$ cat src/verilog/rv_pkg.sv
package rv_pkg;

    typedef logic [31:0] word_t;
    typedef logic [4:0]  reg_addr_t;

    // internal opcodes after decode, anything unsupported becomes op_nop
    typedef enum logic [2:0] {
        op_nop,
        op_add,
        op_sub,
        op_addi,
        op_lw,
        op_sw,
        op_ecall
    } op_e;

    // RV32I major opcodes, instruction bits [6:0]
    localparam logic [6:0] OPC_OP     = 7'b0110011;
    localparam logic [6:0] OPC_OPIMM  = 7'b0010011;
    localparam logic [6:0] OPC_LOAD   = 7'b0000011;
    localparam logic [6:0] OPC_STORE  = 7'b0100011;
    localparam logic [6:0] OPC_SYSTEM = 7'b1110011;

endpackage

$ cat src/verilog/hazard_unit.sv
`timescale 1ns/1ps

module hazard_unit (
    input  rv_pkg::reg_addr_t rs1,
    input  rv_pkg::reg_addr_t rs2,
    input  logic              rs_used1,
    input  logic              rs_used2,
    input  logic              if_valid,
    input  logic              id_valid,
    input  rv_pkg::reg_addr_t id_rd,
    input  logic              ex_valid,
    input  rv_pkg::reg_addr_t ex_rd,
    input  logic              wb_valid,
    input  rv_pkg::reg_addr_t wb_rd,
    output logic              stall
);

    logic hit1;
    logic hit2;

    // a producer already in writeback is read through the register file bypass,
    // so wb_valid and wb_rd never hold decode back
    always_comb begin
        hit1 = 1'b0;
        hit2 = 1'b0;
        if (rs_used1 && rs1 != 5'd0) begin
            hit1 = (id_valid && id_rd == rs1) ||   // producer in execute
                   (ex_valid && ex_rd == rs1);     // producer in memory
        end
        if (rs_used2 && rs2 != 5'd0) begin
            hit2 = (id_valid && id_rd == rs2) ||
                   (ex_valid && ex_rd == rs2);
        end
        stall = if_valid && (hit1 || hit2);
    end

endmodule

$ cat config.mk
export PLATFORM = sky130hd
export DESIGN_NAME = hazard_unit
export DESIGN_NICKNAME = d
export VERILOG_FILES = /design/src/verilog/rv_pkg.sv /design/src/verilog/hazard_unit.sv
export SDC_FILE = /design/constraint.sdc
export NUM_CORES = 1
export LEC_CHECK = 0
export ABC_CLOCK_PERIOD_IN_PS = 1140
export BUFFER_PORTS_ARGS = -buffer_cell sky130_fd_sc_hd__buf_2
export CAP_MARGIN = 20
export CELL_PAD_IN_SITES_DETAIL_PLACEMENT = 1
export CELL_PAD_IN_SITES_GLOBAL_PLACEMENT = 1
export CORE_AREA = 2 2 39 41
export DETAILED_ROUTE_END_ITERATION = 7
export DIE_AREA = 0 0 41 43
export GPL_TIMING_DRIVEN = 0
export PLACE_DENSITY = 0.87
export SLEW_MARGIN = 20
export SYNTH_ARGS = -nofsm -noshare
export SYNTH_HDL_FRONTEND = slang
export SYNTH_SLANG_ARGS = --single-unit
$ cat constraint.sdc
create_clock -name vclk -period 1.14
set_input_delay 0.057 -clock vclk [all_inputs]
set_output_delay 0.057 -clock vclk [all_outputs]
set_load 0.02 [all_outputs]
==> run_results.csv <==
group,metric,value,unit
status,outcome,"finished with violations",
status,violations,"negative setup slack",
logic_synthesis,netlist_area,267,sq um
sta,period_share,103,%
pwr,p_leak,0.000227,uW
floorplanning,start_util,19.3,%
job,maxCapViolCount,0,
logic_synthesis,yosys.area_share.adder,0,%
sta,slew_violations,0,
sta,fin_crit,1.17,ns
setup_path,cp.depth,5,
logic_synthesis,synth.largest_area_cell,"xor2_1",
layout,fin_area,515,sq um
layout,seq_cells,0,
sta,rsz0062_at_grt,"yes",
floorplanning,die_w,41,microns
logic_synthesis,synthSimpleGateAreaFrac,19.7,%
drt,drt-initial-drc-count,1,
logic_synthesis,synth_compound_area_share,14.6,%
setup_path,crit_path_cell_trace,"buf_2, or4_4, o211ai_1, o22ai_1, buf_4",
setup_path,critPathRequiredTime,1.08,ns
pwr,p_total,176,uW
setup_path,critPathMaxFanout,3,
setup_path,critPathSlowestCell,"or4_4",
clocking,ctsHoldBuffers,0,
sta,hold_violations,0,
drt,dr_total_vias,350,
setup_path,crit_family,"simple AND/OR/NAND/NOR gates",
sta,timing.fmax,855,MHz
logic_synthesis,synth-xor-area-share,65.7,%
setup_path,worstSetupPathType,"input port to primary output",
logic_synthesis,seq_area_frac_synth,0,%
grt,grt_pass1_vias,355,
sta,finalSetupViolations,1,
logic_synthesis,synth_top_area_share,52.6,%
setup_path,start_kind,"input port",
min_path,hold_depth,4,
floorplanning,pin_count,32,
drt,first_pass_iters,2,
layout,antennaDiodeCount,0,
drt,drt.antenna.violating_nets,0,
min_path,hp-start,"rs_used2",
layout,clkbuf_count,0,
grt,grt_pass1_wl,1.46,mm
sta,setup_ws,-0.0298,ns
layout,regArea,0,sq um
layout,fin_util,37.3,%
logic_synthesis,synth_cell_types,8,
grt,grt_usage,11.3,%
pwr,vdd_ir_drop_max,108,uV
floorplanning,dieArea,1760,sq um
logic_synthesis,synth_area_leaders,"xor2_1 53%, xnor2_1 13%, nor4_1 9.4%, a32oi_1 6.6%, o211ai_1 5.6%",
layout,final_cell_mix,"16 x buf_2, 14 x xor2_1, 6 x buf_4",
drt,route.detailed.drc,0,
logic_synthesis,avgSynthCellArea,8.08,sq um
floorplanning,die_height,43,microns
floorplanning,core_area,1380,sq um
floorplanning,rows,14,
logic_synthesis,synth_top_family_by_area,"XOR/XNOR gates",
min_path,min_path_type,"input port to primary output",
sta,worst_pin_slew,0.293,ns
grt,antenna_found_initial,0,
min_path,min_to,"stall",
logic_synthesis,synth_mux_area_share,0,%
layout,nets,94,
setup_path,worst_setup_path_end_kind,"primary output",
place,gp_congestion,0.753,
setup_path,slowest_delay,0.50,ns
logic_synthesis,syn_nets,64,
layout,synthToLayoutAreaGrowth,93.4,%
layout,drive_gt1_share,54.1,%
setup_path,arrival,1.11,ns
drt,viasPerCell,4.55,
logic_synthesis,synth-warning-count,0,
layout,final_common_cell,"buf_2",
place,place_area,417,sq um
place,io_buffers,26,
sta,max_slew_margin,80.3,%
drt,wl_per_cell,12.4,microns
logic_synthesis,synthCells,33,
drt,drt_wl_total,957,microns
pwr,power_density,342,nW/um^2
setup_path,path_buf_inv,2,
grt,grt-ovfl-total,0,
grt,grt_max_degree,4,
==> layout make-up <==
type	instances	area, sq um
fill	177	868
multi-input combinational	33	295
tap	16	20.0
timing repair buffer	28	200
==> where the power goes <==
| group | switching [uW] | internal [uW] | total (uW) |
|---|---|---|---|
| clock | 0 | 0 | 0 |
| combinational | 75.4 | 101 | 176 |
| sequential | 0 | 0 | 0 |
==> cells in the mapped netlist <==
master,number
xor2_1,16
nor4_1,4
xnor2_1,4
a32oi_1,2
and2_1,2
o211ai_1,2
or4_1,2
o22ai_1,1
==> kinds of logic (layout without fill, tap and decap cells) <==
| logic type | after synthesis | after routing |
|---|---|---|
| AOI/OAI and AO/OA | 5 | 5 |
| and+or+nand+nor | 8 | 8 |
| xor gates and xnor gates | 20 | 20 |
| buffers and inverters | 0 | 28 |
==> per-stage QoR <==
stage          cells  hold slack, ns  setup WS [ns]  setup TNS, ns
6_report          77           0.506        -0.0298        -0.0298
5_1_grt           77           0.508        -0.0577        -0.0577
4_1_cts           76           0.507        -0.0689        -0.0689
3_5_place_dp      75           0.504        -0.0884        -0.0884
3_3_place_gp      75           0.492        -0.0762        -0.0762
2_1_floorplan     33           0.326          0.119              0
==> worst max path at each step <==
| stage | startpoint | endpoint | slack, ns |
|---|---|---|---|
| after CTS | rs1[3] | stall | -0.07 |
| after global routing | rs2[2] | stall | -0.06 |
| after detailed placement | rs1[2] | stall | -0.09 |
| after floorplan | rs1[2] | stall | 0.12 |
| final | rs2[2] | stall | -0.03 |
| after global placement | rs1[2] | stall | -0.08 |
==> layer usage <==
metal  GRT usage, %  share of wire, %  up-vias
met5              0                 0        -
met3          0.524               6.2        0
li1               -                 -      177
met4              0                 0        0
met2           20.6                55       10
met1           14.6                39      163
==> timing repair <==
action | 4_1_cts | 5_1_grt
setup buffers | 1 | 1
gates cloned | 0 | 0
endpoints found under the setup margin | 1 | 1
pin swaps | 4 | 8
gates resized for setup | 8 | 15
No activity file was read; power rests on OpenSTA's default activity.
