[config.mk]
export PLATFORM = sky130hd
export DESIGN_NAME = mem_arbiter
export DESIGN_NICKNAME = d
export VERILOG_FILES = /design/src/verilog/rv_pkg.sv /design/src/verilog/mem_arbiter.sv
export SDC_FILE = /design/constraint.sdc
export NUM_CORES = 1
export LEC_CHECK = 0
export BUFFER_PORTS_ARGS = -buffer_cell sky130_fd_sc_hd__buf_2
export CORE_AREA = 2 2 117 119
export DETAILED_ROUTE_END_ITERATION = 8
export DIE_AREA = 0 0 119 121
export SLEW_MARGIN = 20
export SYNTH_ARGS = -nofsm -noshare
export SYNTH_HDL_FRONTEND = slang
export SYNTH_SLANG_ARGS = --single-unit
[constraint.sdc]
create_clock -name vclk -period 1.05
set_input_delay 0.21 -clock vclk [all_inputs]
set_output_delay 0.21 -clock vclk [all_outputs]
set_load 0.02 [all_outputs]
[src/verilog/rv_pkg.sv]
package rv_pkg;

    typedef logic [31:0] word_t;
    typedef logic [4:0]  reg_addr_t;

    // internal opcodes after decode, anything unsupported becomes op_nop
    typedef enum logic [2:0] {
        op_nop,
        op_add,
        op_sub,
        op_addi,
        op_lw,
        op_sw,
        op_ecall
    } op_e;

    // RV32I major opcodes, instruction bits [6:0]
    localparam logic [6:0] OPC_OP     = 7'b0110011;
    localparam logic [6:0] OPC_OPIMM  = 7'b0010011;
    localparam logic [6:0] OPC_LOAD   = 7'b0000011;
    localparam logic [6:0] OPC_STORE  = 7'b0100011;
    localparam logic [6:0] OPC_SYSTEM = 7'b1110011;

endpackage

[src/verilog/mem_arbiter.sv]
`timescale 1ns/1ps

module mem_arbiter #(
    parameter int MEM_WORDS = 256
) (
    input  logic                         run,
    input  logic                         if_req,
    input  rv_pkg::word_t                if_addr,
    output logic                         if_gnt,
    output rv_pkg::word_t                if_rdata,
    input  logic                         ls_req,
    input  logic                         ls_we,
    input  rv_pkg::word_t                ls_addr,
    input  rv_pkg::word_t                ls_wdata,
    output rv_pkg::word_t                ls_rdata,
    input  logic                         host_we,
    input  rv_pkg::word_t                host_addr,
    input  rv_pkg::word_t                host_wdata,
    output logic                         mem_we,
    output logic [$clog2(MEM_WORDS)-1:0] mem_addr,
    output rv_pkg::word_t                mem_wdata,
    input  rv_pkg::word_t                mem_rdata
);

    localparam int AW = $clog2(MEM_WORDS);

    logic          ls_sel;
    rv_pkg::word_t sel_addr;

    assign ls_sel = run && ls_req;
    assign if_gnt = run && if_req && !ls_req;   // load/store always wins

    always_comb begin
        if (!run) begin
            sel_addr  = host_addr;   // host owns the port while the core is idle
            mem_we    = host_we;
            mem_wdata = host_wdata;
        end else if (ls_sel) begin
            sel_addr  = ls_addr;
            mem_we    = ls_we;
            mem_wdata = ls_wdata;
        end else begin
            sel_addr  = if_addr;
            mem_we    = 1'b0;
            mem_wdata = '0;
        end
    end

    assign mem_addr = sel_addr[AW+1:2];
    assign if_rdata = if_gnt ? mem_rdata : '0;
    assign ls_rdata = ls_sel ? mem_rdata : '0;

endmodule

==> summary.md <==
| Metric | Value |
|---|---|
| Highest-count cells in the layout ignoring fill and taps | `152 x buf_2, 71 x buf_6, 30 x a22o_1` |
| Arr. time, crit path | `1.04 ns` |
| Share of cells above drive strength 1 | `0.747` |
| Outcome | `finished with violations` |
| Top cell type's share of synthesized area | `0.290` |
| Count of cell types in the netlist | `12` |
| Pin count of the biggest net entering global routing | `34` |
| Final Setup Violations | `between 80 and 90` |
| Final slew viol count | `0` |
| Avg Cell Area, Syn | `between 6 and 7 µm²` |
| Worst Setup Start Kind | `input pin` |
| Most common cell after layout, fill and taps aside | `buf_2` |
| Initial DRT Pass Iterations | `3` |
| DP Worst Slack | `-0.271 ns` |
| CTS Hold Buffers Added | `0` |
| Area enclosed by the die boundary | `between 10000 and 15000 µm²` |
| Number of placed I/O pins | `~300` |
| Leading area contributor after synthesis | `a22o_1` |
| # DRC | `0` |
| Sw Share | `0.466` |
| Total routing usage reported by global routing | `0.0708` |
| MaxCap Viol Count | `0` |
| Initial Utilization | `0.0762` |
| Total Nets Final | `574` |
| Routability congestion estimate | `0.710` |
| Net switching power of the design | `662 µW` |
| Crit path setup slack, layout | `-0.196 ns` |
| Routed Wire Length | `between 6000 and 7000 µm` |
| Synthesized Nets | `340` |
| Seq. cell area | `0 µm²` |
| Proportion of power drawn by combinational gates | `1.000` |
| Synth Warn # | `0` |
| Final hold violation count | `0` |
| Worst vdd ir | `0.155 mV` |
| Failing checks | `negative setup slack` |
| Slew @ Worst Pin | `slightly below 0.2 ns` |
| Delay of the slowest critical-path stage | `~0.21 ns` |
| Worst Hold Class | `in -> out` |
| Number of instances in the synthesized netlist | `about 140` |
| Area overhead of the layout relative to synthesis | `215%` |
| Type of destination of the critical path | `output port` |
| Unrepaired setup endpoints after global routing | `yes` |
| Maximum fanout encountered on the critical timing path | `6` |
| Master of the slowest instance on the critical path | `and2_4` |
| Power share of the sequential group | `0` |
| Antenna violations before repair | `0` |
| Horizontal extent of the die | `approximately 120 µm` |
| Area contributors post-synth | `a22o_1 29%, and2_1 21%, and3_1 20%, mux2i_1 8.0%, buf_6 7.9%` |
| Peak clock frequency supported by timing | `approximately 800 MHz` |
| Number of global-route vias before repair | `1816` |
| Global-route wire length before repair | `8580 µm` |
| Routed vias/inst | `~3.7` |
| Detailed router's first-iteration violation count | `45` |
| Leakage power figure | `approximately 1.8 nW` |
| Cell internal power dissipation | `between 700 and 800 µW` |
| Sequential element share of the synthesized area | `0` |
| Req. time, crit path | `approximately 0.84 ns` |
| Area of the mapped netlist | `997 µm²` |
| Placeable core region | `between 10000 and 15000 µm²` |
| Number of buffers inserted by port buffering | `231` |
| Routed WL per cell | `about 12 µm` |
| Final critical-path required period | `between 1 and 1.5 ns` |
| Final antenna-violating net count | `0` |
| Crit-path cells | `buf_12 -> and2_4 -> clkbuf_16 -> a22o_1 -> buf_6` |
| Y dimension of the die | `approximately 120 µm` |
| Max-Slew Margin vs Limit | `0.871` |
| Cell row count | `42` |
| Clock power frac | `0` |
| FILL cells | `1421` |
| Via count | `roughly 2000` |
| Count of flip-flops and latches | `0` |
| Total power density per cell area | `between 400 and 500 nW/µm²` |
| Clock buffer instance count of the final layout | `0` |
| Global route overflow | `0` |
| Inserted Diodes | `0` |
| Fin crit share | `1.19` |
| Final HPWL DP | `4830 µm` |
| Hold slack | `~0.71 ns` |
| Type of the worst setup path | `in -> out` |
critical path: cells and delay by family:
family	cells	cell delay [ns]
buffers and inverters	3	0.41
AND/OR/NAND/NOR	1	0.21
AO/OA/AOI/OAI	1	0.19
per-stage QoR:
step                instances  cell area [µm²]  TNS [ns]  power [mW]   util
floorplan                 143             1050    -0.279       0.593      -
finish                    551             3140    -14.32        1.42  0.240
detailed placement        542             2410    -19.81        1.08  0.184
global placement          542             2410    -17.76        1.08  0.184
CTS                       543             2640    -13.41        1.18  0.202
global route              551             3140    -17.69        1.51  0.240
repair_timing:
action,4_1_cts,5_1_grt
gates resized for setup,65,114
endpoints found under the setup margin,105,105
gates cloned,1,4
pin swaps,1,9
setup buffers,0,4
power by group through the flow:
stage / combinational [mW] / sequential (mW) / clock, mW
finish: 1.42 / 0 / 0
global route: 1.51 / 0 / 0
CTS: 1.18 / 0 / 0
detailed placement: 1.08 / 0 / 0
global placement: 1.08 / 0 / 0
floorplan: 0.593 / 0 / 0
cell families (layout without fill, tap and decap cells):
| family | after synthesis | count (layout) | synth area share |
|---|---|---|---|
| compound gates | 41 | 41 | 0.330 |
| buf+inv | 20 | 252 | 0.142 |
| mux | 8 | 8 | 0.0803 |
| simple gates | 74 | 74 | 0.448 |
cell usage after synthesis:
library cell	instances
and3_1	32
nor2_1	8
clkbuf_1	5
a22o_1	33
a21oi_1	8
buf_6	7
mux2i_1	8
and2_1	33
and3b_2	1
buf_2	5
inv_1	1
buf_4	2
layer usage:
| layer | part of all wire | vias up | wire length (µm) | GRT usage |
|---|---|---|---|---|
| li1 | - | 993 | - | - |
| met1 | 0.37 | 902 | 2500 | 0.0807 |
| met2 | 0.53 | 148 | 3560 | 0.145 |
| met3 | 0.095 | 0 | 636 | 0.0113 |
| met4 | 0 | 0 | 0 | 0 |
| met5 | 0 | - | 0 | 0 |
final timing paths:
check	end	from	slack [ns]	cells after the start
min	mem_wdata[0]	ls_wdata[0]	0.71	3
max	mem_wdata[14]	ls_req	-0.20	5
area by class of cell:
cell class	instances	area [µm²]	area share
inverter	1	3.75	0.00119
timing repair buffer	251	1930	0.613
multi-input combinational	123	991	0.315
tap	176	220	0.0701
No activity file was read; power rests on OpenSTA's default activity.
