<file path="src/verilog/rv_pkg.sv">
package rv_pkg;

    typedef logic [31:0] word_t;
    typedef logic [4:0]  reg_addr_t;

    // internal opcodes after decode, anything unsupported becomes op_nop
    typedef enum logic [2:0] {
        op_nop,
        op_add,
        op_sub,
        op_addi,
        op_lw,
        op_sw,
        op_ecall
    } op_e;

    // RV32I major opcodes, instruction bits [6:0]
    localparam logic [6:0] OPC_OP     = 7'b0110011;
    localparam logic [6:0] OPC_OPIMM  = 7'b0010011;
    localparam logic [6:0] OPC_LOAD   = 7'b0000011;
    localparam logic [6:0] OPC_STORE  = 7'b0100011;
    localparam logic [6:0] OPC_SYSTEM = 7'b1110011;

endpackage

</file>
<file path="src/verilog/lsu_stage.sv">
`timescale 1ns/1ps

module lsu_stage (
    input  logic              clk,
    input  logic              rst_n,
    input  logic              ex_valid,
    input  rv_pkg::op_e       ex_op,
    input  rv_pkg::reg_addr_t ex_rd,
    input  rv_pkg::word_t     ex_result,
    input  rv_pkg::word_t     ex_sdata,
    output logic              ls_req,
    output logic              ls_we,
    output rv_pkg::word_t     ls_addr,
    output rv_pkg::word_t     ls_wdata,
    input  rv_pkg::word_t     ls_rdata,
    output logic              wb_valid,
    output rv_pkg::reg_addr_t wb_rd,
    output rv_pkg::word_t     wb_data,
    output logic              halted
);

    assign ls_req   = ex_valid && (ex_op == rv_pkg::op_lw || ex_op == rv_pkg::op_sw);
    assign ls_we    = ex_valid && ex_op == rv_pkg::op_sw;
    assign ls_addr  = ex_result;
    assign ls_wdata = ex_sdata;

    always_ff @(posedge clk or negedge rst_n) begin
        if (!rst_n) begin
            wb_valid <= 1'b0;
            wb_rd    <= '0;
            halted   <= 1'b0;
        end else begin
            wb_valid <= ex_valid && ex_rd != 5'd0;
            wb_rd    <= ex_rd;
            if (ex_valid && ex_op == rv_pkg::op_ecall) begin
                halted <= 1'b1;   // sticky until reset
            end
        end
    end

    always_ff @(posedge clk) begin
        wb_data <= (ex_op == rv_pkg::op_lw) ? ls_rdata : ex_result;
    end

endmodule

</file>
<file path="config.mk">
export PLATFORM = sky130hd
export DESIGN_NAME = lsu_stage
export DESIGN_NICKNAME = d
export VERILOG_FILES = /design/src/verilog/rv_pkg.sv /design/src/verilog/lsu_stage.sv
export SDC_FILE = /design/constraint.sdc
export NUM_CORES = 1
export LEC_CHECK = 0
export BUFFER_PORTS_ARGS = -buffer_cell sky130_fd_sc_hd__buf_4
export CAP_MARGIN = 20
export CELL_PAD_IN_SITES_DETAIL_PLACEMENT = 2
export CELL_PAD_IN_SITES_GLOBAL_PLACEMENT = 2
export CORE_ASPECT_RATIO = 0.75
export CORE_MARGIN = 1.5
export CORE_UTILIZATION = 16
export CTS_CLUSTER_DIAMETER = 150
export DETAILED_ROUTE_END_ITERATION = 7
export PLACE_DENSITY = 0.81
export SLEW_MARGIN = 30
export SYNTH_ARGS = -nofsm -noshare
export SYNTH_HDL_FRONTEND = slang
export SYNTH_SLANG_ARGS = --single-unit
</file>
<file path="constraint.sdc">
create_clock -name clk -period 0.85 [get_ports clk]
set_input_delay 0.1275 -clock clk [delete_from_list [all_inputs] [get_ports clk]]
set_output_delay 0.1275 -clock clk [all_outputs]
set_load 0.02 [all_outputs]
</file>
==> results.py <==
metrics = {
    "sta": {
        "hold_viol": 0,
        "finalCritPeriodShare": 1.11,
        "whs_ps": 68.8,
        "maxSlewViolCount": 0,
        "setup_ws_ps": -92.9,
        "layout_min_cycle_time_ps": 943,
        "rsz0062_at_grt": "yes",
        "tightest_slew_ps": 170,
        "maxSlewHeadroom": 0.887,
        "fmax_ghz": 1.06,
        "setup_viol": 40,
        "clock_skew_ps": 0,
    },
    "outcome": {
        "status": "complete, but fails checks",
        "violations": "setup timing",
    },
    "logic_synthesis": {
        "synth_cells": 146,
        "async_reset_ff_frac": 0.179,
        "yosys-top-cells-count": "buf_4 (64), dfxtp_1 (32), mux2_2 (30), dfrtp_1 (7), buf_6 (3)",
        "synthSimpleGateAreaFrac": 0.0222,
        "synthMuxAreaShare": 0.206,
        "ys_seq_elements": 39,
        "netlist_area_um2": 1750,
        "synth_xor_area_frac": 0,
        "synth-compound-area-share": 0.0100,
        "synth_top_family_by_area": "buffers and inverters",
        "synth_nets": 253,
        "synth_cell_types": 14,
        "synth_top_area_share": 0.366,
        "yosys_warnings": 0,
        "synth_top_area_cell": "dfxtp_1",
        "synth_flop_cell": "dfxtp_1",
        "yosysMostFrequentCell": "buf_4",
        "synth-seq-area-share": 0.466,
        "synth-adder-area-share": 0,
        "synth_area_leaders": "dfxtp_1 (37%), buf_4 (27%), mux2_2 (19%), dfrtp_1 (10%), buf_6 (1.9%)",
        "synth-edff-count": 0,
        "syn_area_per_cell_um2": 12.0,
    },
    "cells_and_area": {
        "drive_gt1_frac": 0.924,
        "stdcell_count": 386,
        "syn_to_final_growth_pct": 82.7,
        "n_fill_cell": 1121,
        "fin_area_um2": 3200,
        "nets": 356,
        "diodes": 0,
    },
    "place": {
        "place_inst": 366,
        "post_dp_cell_area_um2": 2560,
        "portBuffers": 147,
        "hpwlAfterDp_mm": 4.32,
        "gp_congestion": 0.633,
    },
    "clock_tree": {
        "cts_tree": "yes",
        "cts.sinks": 39,
        "clock_latency_ps": 280,
        "htreeDepth": 2,
        "clk_path_buf_depth": 2,
        "cts_inserted_buffers": 5,
        "root_buffer": "clkbuf_16",
        "path_clk_slew_ps": 60,
    },
    "critical_path": {
        "critPathKind": "reg -> out",
        "critical-path-max-stage-delay_ps": 400,
        "cp_num_buf_inv": 1,
        "worstPathMaxFanout": 2,
        "crit_family": "flip-flops",
        "cp.depth": 1,
        "worstPathRequired_ps": 720,
        "worstPathArrival_ps": 820,
        "cp-start-kind": "flip-flop",
        "crit_path_cell_trace": "buf_6",
        "critPathLaunch": "halted",
        "slowest_stage": "dfrtp_1",
        "regToRegSetupSlack_ps": 10,
        "crit-reg2reg-capture": "halted",
        "end_kind": "output port",
        "reg2reg_depth": 2,
        "cp-endpoint": "halted",
        "r2r-start": "halted",
    },
    "detailed_routing": {
        "viasPerCell": 3.51,
        "num_vias": 1355,
        "wl_mm": 5.93,
        "dr.pass1.iters": 3,
        "drt-initial-drc-count": 15,
        "ant_nets": 0,
        "drc": 0,
        "avgRoutedWirePerCell_um": 15.4,
    },
    "floorplan": {
        "initial_core_util": 0.168,
        "die_area_um2": 11600,
        "rows": 32,
        "ios": 212,
        "dieWidth_um": 124,
        "die_h_um": 93.6,
        "core_area_um2": 10500,
    },
    "power": {
        "p_leak_nw": 1.52,
        "power.total_mw": 5.34,
        "ir_drop_mv": 0.594,
        "powerDensity_nw_per_um2": 1670,
    },
    "grt": {
        "grt_start_max_net_pins": 12,
        "grtUsageTotal": 0.0984,
        "grt_overflow": 0,
        "grt_pass1_vias": 1571,
        "antenna_found_initial": 0,
        "grt_pass1_wl_mm": 8.29,
    },
    "min_path": {
        "min_path_type": "in -> reg",
    },
    "flow_run": {
        "cap_violations": 0,
    },
}
per-stage QoR:
| step | setup WS [ps] | TNS (ps) | utilization |
|---|---|---|---|
| after floorplan | -196 | -6020 | - |
| after global placement | -371 | -11640 | 0.245 |
| after detailed placement | -418 | -12830 | 0.245 |
| after CTS | -106 | -2150 | 0.301 |
| after global routing | -123 | -4380 | 0.306 |
| final | -92.9 | -1840 | 0.306 |
layer usage:
layer | track usage | part of all wire
met1 | 0.0921 | 0.34
met2 | 0.195 | 0.56
met3 | 0.0299 | 0.092
met4 | 0.0402 | 0.013
met5 | 0 | 0
worst min-delay path by stage:
stage	cells past startpoint	to	from	slack [ps]
CTS	2	wb_data[17]	ls_rdata[17]	60
finish	2	wb_data[3]	ls_rdata[3]	70
global route	2	wb_data[17]	ls_rdata[17]	50
floorplan	0	halted	rst_n	-170
detailed placement	1	wb_rd[2]	rst_n	-50
global placement	1	wb_rd[0]	rst_n	-50
placed cells by master (no fill, tap or decap), drive strengths merged:
| cell | synthesis | routed |
|---|---|---|
| dfxtp | 32 | 32 |
| nor3 | 1 | 1 |
| nand2 | 1 | 1 |
| a41o | 1 | 1 |
| or4 | 1 | 1 |
| mux2 | 32 | 32 |
| clkbuf | 0 | 9 |
| buf | 67 | 156 |
| dlygate4sd3 | 0 | 6 |
| nor3b | 1 | 1 |
| inv | 1 | 1 |
| nor2 | 1 | 1 |
| dfrtp | 7 | 7 |
| o21a | 1 | 1 |
kinds of logic after synthesis:
family / count (synthesis)
flip-flops: 39
AO/OA/AOI/OAI: 2
buffers and inverters: 68
AND/OR/NAND/NOR: 5
multiplexers: 32
where the power goes:
part / switching, mW / internal, mW
registers: 0.0635 / 1.99
clock network: 0.729 / 1.25
logic: 0.534 / 0.778
total: 1.33 / 4.01
registers in the layout, summed over array words and instances, names as in the netlist:
| name | cells |
|---|---|
| wb_rd | 5 |
| wb_data | 32 |
| halted | 1 |
| wb_valid | 1 |
layout make-up:
class / count / area [µm²] / area share
Timing Repair Buffer: 163 / 1490 / 0.466
Multi-Input combinational cell: 39 / 522 / 0.163
Tap cell: 136 / 170 / 0.0532
Clock buffer: 8 / 156 / 0.0489
Sequential cell: 39 / 856 / 0.268
Inverter: 1 / 3.75 / 0.00117
what timing repair did:
item                                   CTS  global route
endpoints found under the hold margin   12             0
cloned                                   2             1
hold buffers                             6             0
setup buffers                            3             0
resized for setup                      100             6
setup endpoints to repair               72            73
pin swaps                                1             1
No activity file was read; power rests on OpenSTA's default activity.
