--- src/verilog/rv_pkg.sv ---
package rv_pkg;

    typedef logic [31:0] word_t;
    typedef logic [4:0]  reg_addr_t;

    // internal opcodes after decode, anything unsupported becomes op_nop
    typedef enum logic [2:0] {
        op_nop,
        op_add,
        op_sub,
        op_addi,
        op_lw,
        op_sw,
        op_ecall
    } op_e;

    // RV32I major opcodes, instruction bits [6:0]
    localparam logic [6:0] OPC_OP     = 7'b0110011;
    localparam logic [6:0] OPC_OPIMM  = 7'b0010011;
    localparam logic [6:0] OPC_LOAD   = 7'b0000011;
    localparam logic [6:0] OPC_STORE  = 7'b0100011;
    localparam logic [6:0] OPC_SYSTEM = 7'b1110011;

endpackage

--- src/verilog/fetch_unit.sv ---
`timescale 1ns/1ps

module fetch_unit #(
    parameter rv_pkg::word_t RESET_PC = 32'h0000_0000
) (
    input  logic          clk,
    input  logic          rst_n,
    input  logic          run,
    input  logic          stall,
    input  logic          halted,
    output logic          if_req,
    output rv_pkg::word_t if_addr,
    input  logic          if_gnt,
    input  rv_pkg::word_t if_rdata,
    output logic          if_valid,
    output rv_pkg::word_t if_inst
);

    rv_pkg::word_t pc;

    assign if_req  = run && !halted && !stall;
    assign if_addr = pc;

    always_ff @(posedge clk or negedge rst_n) begin
        if (!rst_n) begin
            pc       <= RESET_PC;
            if_valid <= 1'b0;
        end else if (!stall) begin
            if_valid <= if_gnt;   // a lost grant leaves a bubble in IF/ID
            if (if_gnt) begin
                pc <= pc + 32'd4;
            end
        end
    end

    always_ff @(posedge clk) begin
        if (!stall && if_gnt) begin
            if_inst <= if_rdata;
        end
    end

endmodule

--- config.mk ---
export PLATFORM = sky130hd
export DESIGN_NAME = fetch_unit
export DESIGN_NICKNAME = d
export VERILOG_FILES = /design/src/verilog/rv_pkg.sv /design/src/verilog/fetch_unit.sv
export SDC_FILE = /design/constraint.sdc
export NUM_CORES = 1
export LEC_CHECK = 0
export BUFFER_PORTS_ARGS = -buffer_cell sky130_fd_sc_hd__buf_4
export CORE_MARGIN = 5
export CORE_UTILIZATION = 51
export CTS_CLUSTER_SIZE = 16
export DETAILED_ROUTE_END_ITERATION = 8
export MAX_ROUTING_LAYER = met4
export PLACE_DENSITY = 0.82
export SLEW_MARGIN = 20
export SYNTH_ARGS = -nofsm -noshare
export SYNTH_HDL_FRONTEND = slang
export SYNTH_SLANG_ARGS = --single-unit
--- constraint.sdc ---
create_clock -name clk -period 2.1 [get_ports clk]
set_input_delay 0.42 -clock clk [delete_from_list [all_inputs] [get_ports clk]]
set_output_delay 0.42 -clock clk [all_outputs]
set_load 0.1 [all_outputs]
==> results.md, run 1 <==
* Max Slew Vio Count at 0
* Ant diodes at 0
* CP endpoint kind: flip-flop
* Drt drc at 0
* Die ar. at 6382 um^2
* CTS buffer count at 9
* Status: finished clean
* Largest net degree at the start of global routing at 34
* Routed length on met1 at 2323 um
* YS warnings at 0
* Seq cells post-synth at 63
* # H-tree levels at 3
* Synth top area cells: edfxtp_1, dfrtp_1, xor2_1, xnor2_1, nand2_1
* Critical Path RT at 2.36 ns
* Met2 routed WL at 2452 um
* I/O Buffers at 101
* Setup_tns at 0 ns
* Hold buffers post-CTS at 0
* Pwr dens at 978.8 nW/um^2
* Cell Area, Synth at 2491 um^2
* Minimum clock period at 1.620 ns
* Post_cts resized at 0
* Starting DRT DRC Count at 92
* Clock latency on the worst-skew pair at 0.33 ns
* Final #Nets at between 300 and 400
* Area leader, netlist: edfxtp_1
* Number of sinks on the clock net at 63
* Total GRT Usage at 19.05%
* Register area share after synthesis at 69.71%
* Post-DP Area at 3312 um^2
* Unrepaired setup endpoints after global routing: no
* Top Layer Used: met4
* Pre-CTS setup slack at between 0.4 and 0.5 ns
* Via density per instance at 4.816
* Clock Pin Slew Worst Setup and Hold Paths at approximately 0.07 ns
* Top-Level Pins at about 100
* Leakage power total at approximately 1.7 nW
* Initial antenna violation count at 0
* Fin. Hold Viols at 0
* Final WS setup at 0.4795 ns
* Grt ovf at 0
* Postcts setup bufs at 0
* Std cell rows at 25
* CP Max Fanout at 9
* Final WL at 5442 um
* CTS tree: done
* Worst hold path type: in2async
* Reg2Reg Setup Slack at 0.48 ns
* Core Util, Final at 73.43%
* Syn_area_per_cell at 15.28 um^2
* Die width at 79.89 um
* DR vias at 1647
* Setup violations, final at 0
* Core area at 4723 um^2
* GPL Wtd Cong at about 0.8
* Worst Setup Start Kind: flip-flop
* Routed Antenna Nets at 0
* VDD IR max at 0.9154 mV
* Chip height at 79.89 um
* Period utilization at 77.17%
* Vias in the first global route at roughly 1700
* Starting Density at 52.74%
* Root Buffer: clkbuf_8
* Post-synth cell types at 30
* Clock skew at 0.008261 ns
* Syn-to-layout area delta at 39.23%
* Setup Crit Path Kind: reg2reg
* Final instance area at between 3000 and 4000 um^2
* Routed wire length per instance at 15.91 um
* Share of the synthesized area in the top cell type at 38.57%
* Clk buf depth at 2
* Drt pass-1 iters at 4
* Share of cells above drive strength 1 at 48.00%
* Post-Syn Instances at 163
* Worst EP arrival at 1.88 ns
* Metal3 WL at between 500 and 600 um
* Max cap viols at 0
* Final hold slack at 0.008387 ns
* FMAX at between 0.6 and 0.7 GHz
* Global-route wire length before repair at between 8000 and 9000 um
* HPWL after DPL at around 4100 um
registers in the layout, summed over array words and instances, names as in the netlist:
signal,cells
if_inst,32
if_valid,1
if_addr,30
logic make-up (layout without fill, tap and decap cells):
kind of cell,Yosys count,count (layout),synth area share (%)
buf+inv,12,123,2.813
compound gates,1,1,0.3015
mux,1,1,0.4520
simple gates,55,55,15.87
flops,63,63,69.71
other cells,1,2,0.1505
fa+ha+maj,1,1,0.5022
xor+xnor,29,29,10.20
per-stage QoR:
stage | power (mW) | instances
6_report | 3.395 | 342
5_1_grt | 3.531 | 342
4_1_cts | 3.426 | 342
3_5_place_dp | 2.588 | 326
3_3_place_gp | 2.574 | 326
2_1_floorplan | 2.328 | 164
critical path, stage by stage, from the launching register on:
cell	delay (ns)
dfrtp_2	0.39
ha_1	0.16
and4b_1	0.35
nand4_4	0.22
nor3_1	0.27
xor2_1	0.16
cell usage after synthesis:
library cell / instances
edfxtp_1: 32
nor3_1: 7
and4_1: 1
a21o_1: 1
conb_1: 1
nand4_4: 1
nand3_4: 1
inv_1: 5
nor3b_1: 1
nor4_4: 1
dfrtp_1: 31
and4b_1: 1
nand3_1: 6
nand4bb_4: 1
nand2_4: 1
xnor2_1: 12
nor4b_4: 1
nor2_1: 9
ha_1: 1
mux2_2: 1
xor2_1: 17
buf_4: 4
and3_1: 3
nor2b_1: 1
buf_6: 1
nand4_1: 6
buf_2: 2
nor4_2: 3
nand2_1: 10
and4_2: 1
metal layers:
layer | track usage (%) | up-vias
met1 | 24.23 | 765
met2 | 28.06 | 86
li1 | - | 785
met3 | 5.982 | 11
met4 | 8.615 | 0
met5 | - | -
layout by cell type, fill, tap and decap left out, types with 2 or more instances in the layout:
master    netlist  routed
nor2_1          9       9
dfrtp_2         0       5
buf_4           4     102
dfrtp_1        31      26
clkbuf_8        0       9
xor2_1         17      17
and3_1          3       3
xnor2_1        12      12
edfxtp_1       32      32
inv_1           5       5
nor4_2          3       3
nand4_1         6       6
nand2_1        10      10
clkinv_2        0       2
nor3_1          7       7
conb_1          1       2
clkbuf_1        0       2
nand3_1         6       6
clkinv_1        0       2
where the power goes:
part	switching [mW]	internal, mW	leakage, nW
clock	0.423	0.416	0.0782
combinational	0.854	0.219	0.905
sequential	0.0726	1.41	0.695
path summary, 6_finish.rpt:
path / cells after the start / start / endpoint
max: 5 / if_addr[2]$_DFFE_PN0P_ / if_addr[24]$_DFFE_PN0P_
min: 1 / rst_n / if_addr[21]$_DFFE_PN0P_
max reg2reg: 5 / if_addr[2]$_DFFE_PN0P_ / if_addr[24]$_DFFE_PN0P_
min reg2reg: 1 / if_addr[31]$_DFFE_PN0P_ / if_addr[31]$_DFFE_PN0P_
max in group asynchronous: 1 / rst_n / if_addr[5]$_DFFE_PN0P_
min in group clk: 1 / if_rdata[13] / if_inst[13]$_DFFE_PP_
layout make-up:
type / instances / area, um^2
inverters: 5 / 18.77
clock buffers: 11 / 131.4
clock inverters: 5 / 25.02
multi-input cells: 89 / 700.7
fillers: 334 / 1255
flip-flops and latches: 63 / 1743
well taps: 67 / 83.83
repair buffers: 102 / 765.7
No activity file was read; power rests on OpenSTA's default activity.
==> run 2, diff against run 1 <==
- ABC_AREA: not set -> 1
- CORE_UTILIZATION: 51 -> 44
- PLACE_DENSITY: 0.82 -> 0.74
- clock period: 2.1 -> 1.45 ns (I/O delays scaled with it)
==> results.md, run 2 <==
* Critical Path RT at 1.16 ns
* CTS buffer count at 9
* Setup Crit Path Kind: reg2out
* Critical path's slowest cell: dfrtp_4
* Initial antenna violation count at 0
* Critical Path Max Stage Delay at around 0.52 ns
* Core area at 5991 um^2
* Number of sinks on the clock net at 63
* Final #Nets at 398
* Starting Density at between 40 and 50%
* Reg2Reg Setup Slack at about 0.090 ns
* Post-synth cell types at 22
* Final instance area at 3923 um^2
* Seq cells post-synth at 63
* Post-synth EDFFs at 32
* WP buf/inv at 1
* CP endpoint kind: output pin
* Top-Level Pins at 104
* Post-DP Area at 3714 um^2
* Area leader, netlist: edfxtp_1
* Max Slew Vio Count at 0
* Share of cells above drive strength 1 at 47.80%
* Synth top area cells: edfxtp_1, dfrtp_1, nand2_1, nor2_4, inv_1
* DR vias at 2073
* Vias in the first global route at 2138
* Pre-CTS setup slack at about 0.084 ns
* Clock latency on the worst-skew pair at 0.32 ns
* Clock skew at 0.005815 ns
* Share of the synthesized area in the top cell type at 35.21%
* Std cell rows at 28
* Top delay family on crit path: flip-flops
* Max reg flops at 32
* Status: finished clean
* Register area share after synthesis at 63.64%
* Starting DRT DRC Count at 134
* # H-tree levels at 3
* Final WS setup at ~0.070 ns
* HPWL after DPL at ~5000 um
* Cell Area, Synth at 2729 um^2
* Die width at 88.75 um
* Worst Setup Start Kind: flip-flop
* Period utilization at 95.16%
* Post-synthesis async set-or-reset flop share at 49.21%
* Largest net degree at the start of global routing at 35
* Routed Antenna Nets at 0
* Final WL at 6532 um
* CTS tree: done
* Via density per instance at 4.722
* Met1 usage at 23.53%
* Clock Pin Slew Worst Setup and Hold Paths at 0.07 ns
* Routed wire length per instance at 14.88 um
* Syn_area_per_cell at 11.09 um^2
* CP Max Fanout at 6
* Grt met2 use at 27.87%
* Root Buffer: clkbuf_8
* Die ar. at 7877 um^2
* Max cap viols at 0
* Post-Syn Instances at around 250
* Commonest non-fill, non-tap cells in the layout: buf_4, nand2_1, edfxtp_1
* Fin. Hold Viols at 0
* Syn-to-layout area delta at 43.74%
* Commonest non-fill, non-tap cell in the layout: buf_4
* YS warnings at 0
* Drt drc at 0
* VDD IR max at 0.9495 mV
* Biggest register: if_inst
* Worst EP arrival at about 1.1 ns
* I/O Buffers at 101
* Chip height at just under 90 um
* GRT met3 Usage at 5.028%
* Pwr dens at 1383 nW/um^2
* Grt ovf at 0
* Drt pass-1 iters at 4
* Top_reg_cell synth: edfxtp_1
* Total GRT Usage at 18.02%
* Top cells by count, synth: nand2_1, edfxtp_1, dfrtp_1
* Worst hold path type: in2reg
* Leakage power total at 1.737 nW
* GPL Wtd Cong at 0.8413
* Unrepaired setup endpoints after global routing: yes
* Final hold slack at 0.1436 ns
* Layer with the highest usage: met2
* Minimum clock period at 1.380 ns
* Most common cell in the netlist: nand2_1
* Crit path cell chain: buf_4
* FMAX at between 0.7 and 0.8 GHz
* Global-route wire length before repair at 10380 um
* Setup violations, final at 0
* Ant diodes at 0
* Clk buf depth at 2
## run 2: per-stage QoR
| stage | util [%] | total power, mW | cells | TNS, ns |
|---|---|---|---|---|
| 3_3_place_gp | 61.99 | 3.990 | 422 | 0 |
| 2_1_floorplan | - | 3.599 | 247 | -0.5865 |
| 5_1_grt | 65.48 | 5.664 | 439 | -0.0002982 |
| 6_report | 65.48 | 5.425 | 439 | 0 |
| 3_5_place_dp | 61.99 | 4.012 | 422 | 0 |
| 4_1_cts | 65.35 | 5.473 | 439 | 0 |
## run 2: repair_timing
| action | 4_1_cts | 5_1_grt |
|---|---|---|
| hold endpoints to repair | 31 | 0 |
| resized for setup | 0 | 1 |
| buffers inserted | 0 | 0 |
| hold buffers | 1 | 0 |
| endpoints found under the setup margin | 0 | 1 |
## run 2: final timing paths
check                                   startpoint                       to  cells past startpoint
setup / recovery           if_addr[15]$_DFFE_PN0P_              if_addr[15]                      1
hold / removal                         if_rdata[4]     if_inst[4]$_DFFE_PP_                      1
setup reg to reg            if_addr[2]$_DFFE_PN0P_  if_addr[24]$_DFFE_PN0P_                      8
hold reg to reg               if_valid$_DFFE_PN0N_     if_valid$_DFFE_PN0N_                      2
max in group asynchronous                    rst_n  if_addr[17]$_DFFE_PN0P_                      2
min in group asynchronous                    rst_n  if_addr[19]$_DFFE_PN0P_                      2
## run 2: worst register-to-register path: stages, from the launching register on
cell and delay [ns]:
dfrtp_4 0.46, ha_4 0.16, nand3_4 0.08, nor2_4 0.14, nand3_4 0.13, nor2_4 0.13, nand2_1 0.06, nand2_1 0.05
nand2_1 0.04
## run 2: cell families (layout without fill, tap and decap cells)
group	Yosys count	after routing	synth area share, %
AND/OR/NAND/NOR	133	133	25.59
adder cells (fa/ha/maj)	1	1	0.4584
flip-flops	63	63	63.64
other	1	2	0.1374
buffers and inverters	30	147	4.401
XOR/XNOR	18	18	5.777
## run 2: layout make-up
cell class	instances	area [um^2]
inverter	28	105.1
multi-input combinational	154	918.4
clock inverter	4	46.29
sequential	63	1826
fill	483	2068
timing repair buffer	103	788.3
clock buffer	12	145.1
tap	75	93.84
## run 2: per-layer routing
metal | wire (um) | vias up
li1 | - | 1018
met1 | 2837 | 940
met2 | 2856 | 113
met3 | 810 | 2
met4 | 27 | 0
met5 | 0 | -
## run 2: where the power goes
| group | leakage, nW | total (mW) | switching, mW | internal (mW) |
|---|---|---|---|---|
| Sequential | 0.657 | 2.28 | 0.178 | 2.10 |
| Combinational | 0.986 | 1.71 | 1.34 | 0.367 |
| Clock | 0.0940 | 1.44 | 0.607 | 0.833 |
==> run 3, diff against run 2 <==
- CORE_MARGIN: 5 -> not set
==> results.md, run 3 (synthesis gave the netlist of run 2 again) <==
* Final WS setup at 0.01451 ns
* Syn-to-layout area delta at 48.51%
* Drt pass-1 iters at 4
* Setup_tns at 0 ns
* Setup Crit Path Kind: reg2out
* Met2 routed WL at around 2800 um
* GPL Wtd Cong at 0.9473
* Filler Cell Count at ~470
* Total GRT Usage at a little over a fifth
* Root Buffer: clkbuf_8
* Routed Antenna Nets at 0
* Core area at approximately 6000 um^2
* CTS buffer count at 9
* CP endpoint kind: output pin
* Setup violations, final at 0
* FMAX at 0.6966 GHz
* Routed length on met1 at 2721 um
* Clock Pin Slew Worst Setup and Hold Paths at 0.07 ns
* Worst Setup Start Kind: flip-flop
* I/O Buffers at 101
* Grt ovf at 0
* Period utilization at between 90% and 100%
* Initial antenna violation count at 0
* Max cap viols at 0
* Fin. Hold Viols at 0
* Reg2Reg Setup Slack at approximately 0.050 ns
* Setup crit start: if_addr[2]$_DFFE_PN0P_
* # H-tree levels at 3
* Clock latency on the worst-skew pair at 0.33 ns
* Die ar. at ~6500 um^2
* Routed wire length per instance at between 10 and 15 um
* CP Max Fanout at 3
* Clk buf depth at 2
* Reg2reg end: if_addr[25]$_DFFE_PN0P_
* Global-route wire length before repair at 9777 um
* Pwr dens at between 1000 and 1500 nW/um^2
* Worst EP arrival at 1.15 ns
* Crit path to: if_addr[2]
* Status: finished clean
* Metal3 WL at 631 um
* Number of sinks on the clock net at 63
* HPWL after DPL at ~4700 um
* CTS tree: done
* Leakage power total at ~1.8 nW
* Commonest non-fill, non-tap cells in the layout: buf_4, nand2_1, edfxtp_1
* Top-Level Pins at approximately 100
* VDD IR max at 1.104 mV
* Top Layer Used: met4
* Final WL at 6209 um
* Pre-CTS setup slack at 0.06530 ns
* Max Slew Vio Count at 0
* Final #Nets at 403
* Vias in the first global route at a little under 2000
* Final hold slack at 0.1325 ns
* Unrepaired setup endpoints after global routing: yes
* Max reg flops at 32
* Std cell rows at 28
* Commonest non-fill, non-tap cell in the layout: buf_4
* Via density per instance at 4.836
* Starting Density at 45.82%
* Chip height at 80.75 um
* Min-delay src: if_rdata[18]
* Reg2reg start: if_addr[3]$_DFFE_PN0P_
* Ant diodes at 0
* Storage element area at 1826 um^2
* Core Util, Final at 68.05%
* R2R depth at 8
* Worst hold path type: in2reg
* Multi-input gate area at 938.4 um^2
* Critical Path RT at roughly 1.2 ns
* Minimum clock period at ~1.4 ns
* Largest net degree at the start of global routing at 32
* Die width at 80.75 um
* DR vias at approximately 2100
* Drt drc at 0
* Share of cells above drive strength 1 at 50.41%
* Biggest register: if_inst
* Starting DRT DRC Count at 96
* Clock skew at 0.007630 ns
-- run 3: cell types whose count changed in the layout (fill, tap and decap cells not counted), moves of 2 or more --
cell / change
bufinv_16: +2
buf_4: +3
nor2_4: +2
clkbuf_1: -2
-- run 3: worst min-delay path by stage --
| stage | to | slack [ns] | cells after the start |
|---|---|---|---|
| floorplan | if_addr[18]$_DFFE_PN0P_ | -0.006 | 0 |
| global placement | if_addr[19]$_DFFE_PN0P_ | 0.25 | 1 |
| detailed placement | if_addr[19]$_DFFE_PN0P_ | 0.25 | 1 |
| CTS | if_inst[14]$_DFFE_PP_ | 0.12 | 1 |
| global route | if_inst[18]$_DFFE_PP_ | 0.11 | 1 |
| finish | if_inst[18]$_DFFE_PP_ | 0.13 | 1 |
-- run 3: what timing repair did --
action | 4_1_cts | 5_1_grt
setup buffers | 0 | 4
gates resized for setup | 0 | 9
hold buffers | 1 | 0
hold endpoints to repair | 31 | 0
setup endpoints to repair | 0 | 6
-- run 3: cell type report --
cell class	instances	area share [%]
clock buffer	9	3.057
clock inverter	7	2.964
multi-input combinational	154	23.16
sequential	63	45.04
timing repair buffer	108	20.87
tap	75	2.316
inverter	28	2.593
-- run 3: critical path, stage by stage, from the launching register on --
cell	delay [ns]
dfrtp_4	0.51
buf_12	0.14
buf_8	0.16
-- run 3: layer usage --
layer | track usage (%) | vias up
met5 | - | -
met4 | 5.000 | 0
met3 | 6.517 | 8
met2 | 30.93 | 106
met1 | 28.36 | 1001
li1 | - | 1032
-- run 3: stage by stage --
stage          instances  power [mW]  cell area, um^2
3_3_place_gp         423       3.988             3721
4_1_cts              440       5.869             3975
6_report             444       5.939             4053
5_1_grt              444       6.133             4053
3_5_place_dp         423       4.014             3721
2_1_floorplan        247       3.599             2856
-- run 3: power by group --
group	switching [mW]	internal, mW
clock network	0.709	1.15
registers	0.171	2.10
logic	1.36	0.450
total	2.24	3.69
